<file path="src/raster_pkg.sv">
package raster_pkg;

  localparam int FRAME_WIDTH = 16;
  localparam int FRAME_HEIGHT = 12;
  localparam int FRAME_PIXELS = FRAME_WIDTH * FRAME_HEIGHT;

  localparam int MAX_TRIANGLES = 16;

  // cycles from scanned pixel to inside flag
  localparam int FILL_LATENCY = 2;

  typedef logic [4:0] coord_t;
  typedef logic [11:0] color_t;  // r4 g4 b4
  typedef logic [$clog2(FRAME_PIXELS)-1:0] pix_addr_t;
  typedef logic signed [13:0] edge_t;

  typedef logic [$clog2(MAX_TRIANGLES)-1:0] tri_addr_t;
  typedef logic [$clog2(MAX_TRIANGLES+1)-1:0] tri_count_t;

  typedef struct packed {
    coord_t x0;
    coord_t y0;
    coord_t x1;
    coord_t y1;
    coord_t x2;
    coord_t y2;
    color_t color;
  } triangle_t;

endpackage

</file>
<file path="src/edge_setup.sv">
module edge_setup (
  input  logic                  sys_clk,
  input  logic                  sys_rst,
  input  logic                  tri_valid,
  input  raster_pkg::triangle_t tri_data,
  output logic                  setup_valid,
  output raster_pkg::edge_t     edge_a [3],
  output raster_pkg::edge_t     edge_b [3],
  output raster_pkg::edge_t     edge_c [3],
  output raster_pkg::color_t    color
);

  import raster_pkg::*;

  edge_t vx [3];
  edge_t vy [3];

  always_comb begin
    vx[0] = edge_t'(tri_data.x0);
    vy[0] = edge_t'(tri_data.y0);
    vx[1] = edge_t'(tri_data.x1);
    vy[1] = edge_t'(tri_data.y1);
    vx[2] = edge_t'(tri_data.x2);
    vy[2] = edge_t'(tri_data.y2);
  end

  always_ff @(posedge sys_clk) begin
    if (sys_rst) begin
      setup_valid <= 1'b0;
    end else begin
      setup_valid <= tri_valid;
    end
  end

  // edge i runs from vertex i to vertex (i+1)%3
  // e = A*x + B*y + C
  always_ff @(posedge sys_clk) begin
    if (tri_valid) begin
      for (int i = 0; i < 3; i++) begin
        edge_a[i] <= vy[(i + 1) % 3] - vy[i];
        edge_b[i] <= vx[i] - vx[(i + 1) % 3];
        edge_c[i] <= vy[i] * (vx[(i + 1) % 3] - vx[i])
                   - vx[i] * (vy[(i + 1) % 3] - vy[i]);
      end
      color <= tri_data.color;
    end
  end

endmodule

</file>
<file path="src/frame_buffer.sv">
module frame_buffer (
  input  logic                  sys_clk,
  input  logic                  wr_en,
  input  raster_pkg::pix_addr_t wr_addr,
  input  raster_pkg::color_t    wr_data,
  input  raster_pkg::pix_addr_t rd_addr,
  output raster_pkg::color_t    rd_data
);

  import raster_pkg::*;

  color_t pix_mem [FRAME_PIXELS];

  always_ff @(posedge sys_clk) begin
    if (wr_en) begin
      pix_mem[wr_addr] <= wr_data;
    end
  end

  // one cycle read latency
  always_ff @(posedge sys_clk) begin
    rd_data <= pix_mem[rd_addr];
  end

  a_wr_in_frame: assert property (
    @(posedge sys_clk)
    wr_en |-> (int'(wr_addr) < FRAME_PIXELS)
  ) else $error("pixel write outside the frame");

endmodule

</file>
<file path="src/pipe.sv">
module pipe #(
  parameter type payload_t = logic,
  parameter int  length    = 1
) (
  input  logic     sys_clk,
  input  logic     sys_rst,
  input  payload_t in,
  output payload_t out
);

  payload_t stages [length];

  always_ff @(posedge sys_clk) begin
    if (sys_rst) begin
      for (int i = 0; i < length; i++) begin
        stages[i] <= '0;
      end
    end else begin
      stages[0] <= in;
      for (int i = 1; i < length; i++) begin
        stages[i] <= stages[i-1];
      end
    end
  end

  assign out = stages[length-1];

endmodule

</file>
<file path="src/raster_top.sv">
module raster_top (
  input  logic                   sys_clk,
  input  logic                   sys_rst,
  input  logic                   tri_wr_en,
  input  raster_pkg::tri_addr_t  tri_wr_addr,
  input  raster_pkg::triangle_t  tri_wr_data,
  input  raster_pkg::tri_count_t tri_count,
  input  logic                   start,
  input  logic                   clear_mode,
  input  raster_pkg::pix_addr_t  pix_rd_addr,
  output logic                   busy,
  output logic                   frame_done,
  output raster_pkg::color_t     pix_rd_data
);

  import raster_pkg::*;

  typedef enum logic [2:0] {
    st_idle,
    st_requesting,
    st_waiting,
    st_setup,
    st_filling
  } seq_state_t;

  seq_state_t state;
  coord_t     col, row;

  logic       ctrl_busy, tri_request, tri_valid;
  triangle_t  tri_data;
  logic       setup_valid;
  edge_t      edge_a [3];
  edge_t      edge_b [3];
  edge_t      edge_c [3];
  color_t     tri_color, color_d;
  logic       scan_valid, is_inside, inside_valid;
  pix_addr_t  scan_addr, addr_d;
  logic       pix_wr_en;
  color_t     pix_wr_data;

  assign tri_request = (state == st_requesting);
  assign scan_valid  = (state == st_filling);
  assign scan_addr   = pix_addr_t'(row * FRAME_WIDTH + col);
  assign busy        = ctrl_busy || (state != st_idle);  // covers the final wait

  always_ff @(posedge sys_clk) begin
    if (sys_rst) begin
      state      <= st_idle;
      col        <= '0;
      row        <= '0;
      frame_done <= 1'b0;
    end else begin
      frame_done <= 1'b0;
      case (state)
        st_idle: if (ctrl_busy) state <= st_requesting;
        st_requesting: state <= st_waiting;
        st_waiting: begin
          if (tri_valid) begin
            state <= st_setup;
          end else if (!ctrl_busy) begin
            state      <= st_idle;  // no triangles left
            frame_done <= 1'b1;
          end
        end
        st_setup: if (setup_valid) state <= st_filling;
        st_filling: begin
          if (col == coord_t'(FRAME_WIDTH - 1)) begin
            col <= '0;
            if (row == coord_t'(FRAME_HEIGHT - 1)) begin
              row   <= '0;
              state <= st_requesting;
            end else begin
              row <= row + 1'b1;
            end
          end else begin
            col <= col + 1'b1;
          end
        end
        default: state <= st_idle;
      endcase
    end
  end

  triangle_controller controller_i (
    .sys_clk(sys_clk), .sys_rst(sys_rst), .start(start), .tri_request(tri_request),
    .wr_en(tri_wr_en), .wr_addr(tri_wr_addr), .wr_data(tri_wr_data),
    .tri_count(tri_count), .busy(ctrl_busy), .tri_valid(tri_valid), .tri_data(tri_data)
  );

  edge_setup setup_i (
    .sys_clk(sys_clk), .sys_rst(sys_rst), .tri_valid(tri_valid), .tri_data(tri_data),
    .setup_valid(setup_valid), .edge_a(edge_a), .edge_b(edge_b), .edge_c(edge_c),
    .color(tri_color)
  );

  triangle_fill fill_i (
    .sys_clk(sys_clk), .sys_rst(sys_rst), .setup_valid(setup_valid),
    .edge_a(edge_a), .edge_b(edge_b), .edge_c(edge_c), .scan_valid(scan_valid),
    .col(col), .row(row), .is_inside(is_inside), .inside_valid(inside_valid)
  );

  // color and address kept in step with the fill pipeline
  pipe #(.payload_t(color_t), .length(FILL_LATENCY)) color_pipe_i (
    .sys_clk(sys_clk), .sys_rst(sys_rst), .in(tri_color), .out(color_d)
  );

  pipe #(.payload_t(pix_addr_t), .length(FILL_LATENCY)) addr_pipe_i (
    .sys_clk(sys_clk), .sys_rst(sys_rst), .in(scan_addr), .out(addr_d)
  );

  assign pix_wr_en   = inside_valid && (is_inside || clear_mode);
  assign pix_wr_data = clear_mode ? '0 : color_d;  // clear writes black

  frame_buffer fb_i (
    .sys_clk(sys_clk), .wr_en(pix_wr_en), .wr_addr(addr_d), .wr_data(pix_wr_data),
    .rd_addr(pix_rd_addr), .rd_data(pix_rd_data)
  );

endmodule

</file>
<file path="src/triangle_controller.sv">
module triangle_controller (
  input  logic                   sys_clk,
  input  logic                   sys_rst,
  input  logic                   start,
  input  logic                   tri_request,
  input  logic                   wr_en,
  input  raster_pkg::tri_addr_t  wr_addr,
  input  raster_pkg::triangle_t  wr_data,
  input  raster_pkg::tri_count_t tri_count,
  output logic                   busy,
  output logic                   tri_valid,
  output raster_pkg::triangle_t  tri_data
);

  import raster_pkg::*;

  triangle_t  tri_mem [MAX_TRIANGLES];
  tri_count_t issue_idx;  // next triangle to hand out
  logic       issue;

  assign issue = busy && tri_request && (issue_idx < tri_count);

  // host write port
  always_ff @(posedge sys_clk) begin
    if (wr_en) begin
      tri_mem[wr_addr] <= wr_data;
    end
  end

  always_ff @(posedge sys_clk) begin
    if (sys_rst) begin
      busy      <= 1'b0;
      tri_valid <= 1'b0;
      issue_idx <= '0;
    end else begin
      tri_valid <= 1'b0;
      if (start) begin
        busy      <= 1'b1;
        issue_idx <= '0;
      end else if (busy && tri_request) begin
        if (issue) begin
          tri_valid <= 1'b1;
          issue_idx <= issue_idx + 1'b1;
        end else begin
          busy <= 1'b0;  // list exhausted
        end
      end
    end
  end

  // payload register
  always_ff @(posedge sys_clk) begin
    if (issue) begin
      tri_data <= tri_mem[tri_addr_t'(issue_idx)];
    end
  end

  a_valid_while_busy: assert property (
    @(posedge sys_clk) disable iff (sys_rst)
    tri_valid |-> busy
  ) else $error("tri_valid raised outside a frame");

endmodule

</file>
<file path="src/triangle_fill.sv">
module triangle_fill (
  input  logic               sys_clk,
  input  logic               sys_rst,
  input  logic               setup_valid,
  input  raster_pkg::edge_t  edge_a [3],
  input  raster_pkg::edge_t  edge_b [3],
  input  raster_pkg::edge_t  edge_c [3],
  input  logic               scan_valid,
  input  raster_pkg::coord_t col,
  input  raster_pkg::coord_t row,
  output logic               is_inside,
  output logic               inside_valid
);

  import raster_pkg::*;

  edge_t a_q [3];
  edge_t b_q [3];
  edge_t c_q [3];
  edge_t edge_val [3];
  logic  val_valid;

  // held for the whole sweep
  always_ff @(posedge sys_clk) begin
    if (setup_valid) begin
      a_q <= edge_a;
      b_q <= edge_b;
      c_q <= edge_c;
    end
  end

  always_ff @(posedge sys_clk) begin
    for (int i = 0; i < 3; i++) begin
      edge_val[i] <= a_q[i] * edge_t'(col) + b_q[i] * edge_t'(row) + c_q[i];  // stage one
    end
    is_inside <= ((edge_val[0] >= 0) && (edge_val[1] >= 0) && (edge_val[2] >= 0))
              || ((edge_val[0] <= 0) && (edge_val[1] <= 0) && (edge_val[2] <= 0));
  end

  always_ff @(posedge sys_clk) begin
    if (sys_rst) begin
      val_valid    <= 1'b0;
      inside_valid <= 1'b0;
    end else begin
      val_valid    <= scan_valid;
      inside_valid <= val_valid;
    end
  end

  a_fill_latency: assert property (
    @(posedge sys_clk) disable iff (sys_rst)
    inside_valid == $past(scan_valid, FILL_LATENCY)
  ) else $error("inside_valid out of step with scan_valid");

endmodule
</file>
<file path="config.mk">
export PLATFORM = sky130hd
export DESIGN_NAME = raster_top
export DESIGN_NICKNAME = d
export VERILOG_FILES = /design/src/raster_pkg.sv /design/src/edge_setup.sv /design/src/frame_buffer.sv /design/src/pipe.sv /design/src/raster_top.sv /design/src/triangle_controller.sv /design/src/triangle_fill.sv
export SDC_FILE = /design/constraint.sdc
export NUM_CORES = 2
export LEC_CHECK = 0
export BUFFER_PORTS_ARGS = -buffer_cell sky130_fd_sc_hd__buf_4
export CAP_MARGIN = 20
export CORE_ASPECT_RATIO = 0.5
export CORE_MARGIN = 2
export CORE_UTILIZATION = 60
export CTS_BUF_LIST = sky130_fd_sc_hd__clkbuf_8
export DETAILED_ROUTE_END_ITERATION = 7
export HOLD_SLACK_MARGIN = 0.15
export PLACE_DENSITY = 0.76
export SLEW_MARGIN = 5
export SYNTH_ARGS = -nofsm -noshare
export SYNTH_HDL_FRONTEND = slang
export SYNTH_SLANG_ARGS = --single-unit
</file>
<file path="constraint.sdc">
create_clock -name sys_clk -period 9.2 [get_ports sys_clk]
set_input_delay 1.84 -clock sys_clk [delete_from_list [all_inputs] [get_ports sys_clk]]
set_output_delay 1.84 -clock sys_clk [all_outputs]
set_load 0.005 [all_outputs]
</file>
==> flow_metrics.env <==
export IMPL_period_share_pct=76.6
export IMPL_cts_buffer_depth=4
export IMPL_final_cell_mix="edfxtp_1, inv_1, mux4_2, clkbuf_8, fa_1"
export IMPL_clkPwrFrac_pct=22.1
export IMPL_synth_fp_nets=8338
export IMPL_final_util_pct=66.2
export IMPL_grt_use_total_pct=27.5
export IMPL_place_inst=10800
export IMPL_avgViaCountPerCell=6.26
export IMPL_wl_per_cell_um=28.5
export IMPL_hold_path_class="register to register"
export IMPL_crit_path_start_kind="register"
export IMPL_p_int_mw=30.7
export IMPL_seqPwrFrac_pct=39.1
export IMPL_rsz0062_at_grt="false"
export IMPL_vias=72400
export IMPL_worst_pin_slew_ns=1.23
export IMPL_clock_fmax_mhz=142
export IMPL_ys_ff_latch=3305
export IMPL_swShare_pct=33.1
export IMPL_status="completed"
export IMPL_die_x_um=694
export IMPL_ys_async_sr_fraction_pct=0
export IMPL_crit_fanout=11
export IMPL_hold_buffers=0
export IMPL_grt_pass1_vias=73000
export IMPL_placed_area_sq_um=149000
export IMPL_finClkSkew_ns=0.112
export IMPL_nNetsFinal=8858
export IMPL_synthCells=7554
export IMPL_fp_dieArea_sq_um=242000
export IMPL_synth_flop_cell="edfxtp_1"
export IMPL_rows=126
export IMPL_core_area_sq_um=236000
export IMPL_arrival_ns=7.79
export IMPL_worst_ep_required_time_ns=9.94
export IMPL_die_h_um=349
export IMPL_dr_pass1_iters=7
export IMPL_gr_total_overflow=0
export IMPL_cap_violations=0
export IMPL_root_buffer="clkbuf_8"
export IMPL_grt_start_max_net_pins=193
export IMPL_fin_cells=11600
export IMPL_antenna_found_initial=15
export IMPL_cts_resized_gates=0
export IMPL_clk_pin_slew_ns=0.07
export IMPL_initial_utilization_pct=60.5
export IMPL_grt_pass1_wl_um=485000
export IMPL_port_buffers=77
export IMPL_postRouteAntennaNets=0
export IMPL_yosysSeqAreaShare_pct=68.6
export IMPL_total_power_mw=45.9
export IMPL_slew_violations=0
export IMPL_synth_edf_count=3186
export IMPL_endpoint_kind="register"
export IMPL_numCtsBuffers=433
export IMPL_path_class="register to register"
export IMPL_tns_ns=0
export IMPL_drive_gt1_share_pct=21.1
export IMPL_post_synth_num_cell_types=78
export IMPL_cts_tree="built"
export IMPL_cts_sinks=3305
export IMPL_final_common_cell="edfxtp_1"
export IMPL_gp_congestion=0.885
export IMPL_htreeDepth=5
export IMPL_power_leakage_nw=55.8
export IMPL_cts_setup_buffers=0
export IMPL_path_cells="inv_1 -> ha_1 -> a21o_1 -> a21oi_1 -> xnor2_1 -> and2_1 -> fa_1 -> inv_1 -> fa_1 -> inv_1 -> fa_1 -> fa_1 -> inv_1 -> fa_1 -> inv_1 -> ha_1 -> a21o_1 -> a21oi_1 -> o21bai_1 -> a2111oi_0 -> o31ai_1 -> a21oi_1 -> xnor2_1"
export IMPL_comb_power_share_pct=38.8
export IMPL_slew_headroom_pct=17.7
export IMPL_r2r_setup_slack_ns=2.15
export IMPL_syn_cell_area_sq_um=143000
export IMPL_insertion_delay_ns=1.08
export IMPL_fin_crit_ns=7.05
export IMPL_synth_warning_count=0
export IMPL_syn_to_final_growth_pct=9.44
export IMPL_p_per_area_nw_per_um2=293
export IMPL_final_cell_area_sq_um=156000
export IMPL_syn_avg_cell_area_sq_um=18.9
export IMPL_setup_viol=0
export IMPL_final_hold_viol_count=0
export IMPL_switchingPower_mw=15.2
export IMPL_drc=0
export IMPL_crit_slowest_cell="a2111oi_0"
export IMPL_hpwl_um=202000
export IMPL_vdd_ir_drop_max_mv=1.09
export IMPL_drt_wl_total_um=329000
export IMPL_io_pins=78
export IMPL_slowest_delay_ns=0.68
export IMPL_drt_iter0_markers=9074
[worst paths after layout]
| kind | depth (start not counted) | start | to |
|---|---|---|---|
| setup / recovery | 23 | controller_i.tri_data[18] | setup_i.edge_c[26] |
| hold / removal | 0 | setup_i.edge_c[6] | fill_i.c_q[6] |
| setup reg to reg | 23 | controller_i.tri_data[18] | setup_i.edge_c[26] |
| hold reg to reg | 0 | setup_i.edge_c[6] | fill_i.c_q[6] |
[layer usage]
metal	GRT usage, %	vias up	share of wire, %
met2	42.1	4034	47
met4	8.94	16	3.4
li1	-	30200	-
met1	39.4	37400	39
met3	6.90	671	11
met5	0	-	0.030
[worst max-delay path, delay by kind of cell, from the launching register on]
family	cells	cell delay [ns]
DFF	1	0.67
AOI/OAI and AO/OA	8	2.02
and+or+nand+nor	1	0.22
xor gates and xnor gates	2	0.27
buffers and inverters	5	0.44
adders and majority gates	7	3.18
[cell usage after synthesis (30+ instances only)]
| cell | instances | area (sq um) |
|---|---|---|
| a22oi_1 | 40 | 300 |
| and2_1 | 218 | 1360 |
| clkbuf_1 | 127 | 477 |
| buf_4 | 49 | 368 |
| xnor2_1 | 89 | 780 |
| nor2_1 | 345 | 1290 |
| a21oi_1 | 99 | 495 |
| nor2b_1 | 107 | 669 |
| buf_2 | 68 | 340 |
| buf_1 | 30 | 113 |
| nand3_1 | 44 | 220 |
| dfxtp_1 | 119 | 2380 |
| ha_1 | 312 | 3900 |
| edfxtp_1 | 3186 | 95700 |
| nand2_1 | 222 | 833 |
| nor3_1 | 68 | 340 |
| fa_1 | 408 | 8170 |
| o22ai_1 | 30 | 188 |
| o21ai_0 | 40 | 200 |
| inv_1 | 658 | 2470 |
| mux4_2 | 800 | 18000 |
| mux2i_1 | 131 | 1310 |
[state kept, by name (all words and copies together), names as in the netlist, 3 cells and up]
name,count
col,5
fill_i.c_q,42
controller_i.issue_idx,5
fill_i.a_q,18
setup_i.edge_b,18
fill_i.edge_val,42
controller_i.tri_data,42
state,3
setup_i.color,12
row,5
setup_i.edge_a,18
addr_pipe_i.stages,16
color_pipe_i.stages,24
fill_i.b_q,18
setup_i.edge_c,42
fb_i.rd_data,12
fb_i.pix_mem,2304
controller_i.tri_mem,672
[per-stage QoR]
step | setup WS [ns] | hold WS, ns
floorplan | 1.33 | 0.400
finish | 2.15 | 0.361
global placement | 2.35 | 0.401
CTS | 2.19 | 0.367
global route | 1.75 | 0.371
detailed placement | 2.23 | 0.405
[kinds of logic after synthesis]
logic type               count (synthesis)  share of synthesized area [%]
AO/OA/AOI/OAI                          400                           1.92
XOR/XNOR                               111                          0.680
adder cells (fa/ha/maj)                720                           8.44
buffers and inverters                  965                           2.91
flip-flops                            3305                           68.6
multiplexers                           947                           13.7
AND/OR/NAND/NOR                       1106                           3.78
[power by group through the flow]
stage	registers [mW]	clock network, mW	logic [mW]
after floorplan	18.2	0	14.5
after global placement	18.3	0	17.4
after detailed placement	18.3	0	17.8
after CTS	17.9	10.3	18.0
after global routing	17.9	10.9	20.5
final	17.9	10.1	17.8
[area by class of cell]
| cell class | count | area, sq um |
|---|---|---|
| multi-input cells | 3284 | 41000 |
| well taps | 3136 | 3920 |
| repair buffers | 391 | 3250 |
| clock buffers | 443 | 6100 |
| clock inverters | 332 | 1650 |
| inverters | 659 | 2470 |
| fillers | 15200 | 80000 |
| flip-flops and latches | 3305 | 98100 |
| diodes | 6 | 15.0 |
Power figures use the tool's default switching activity.
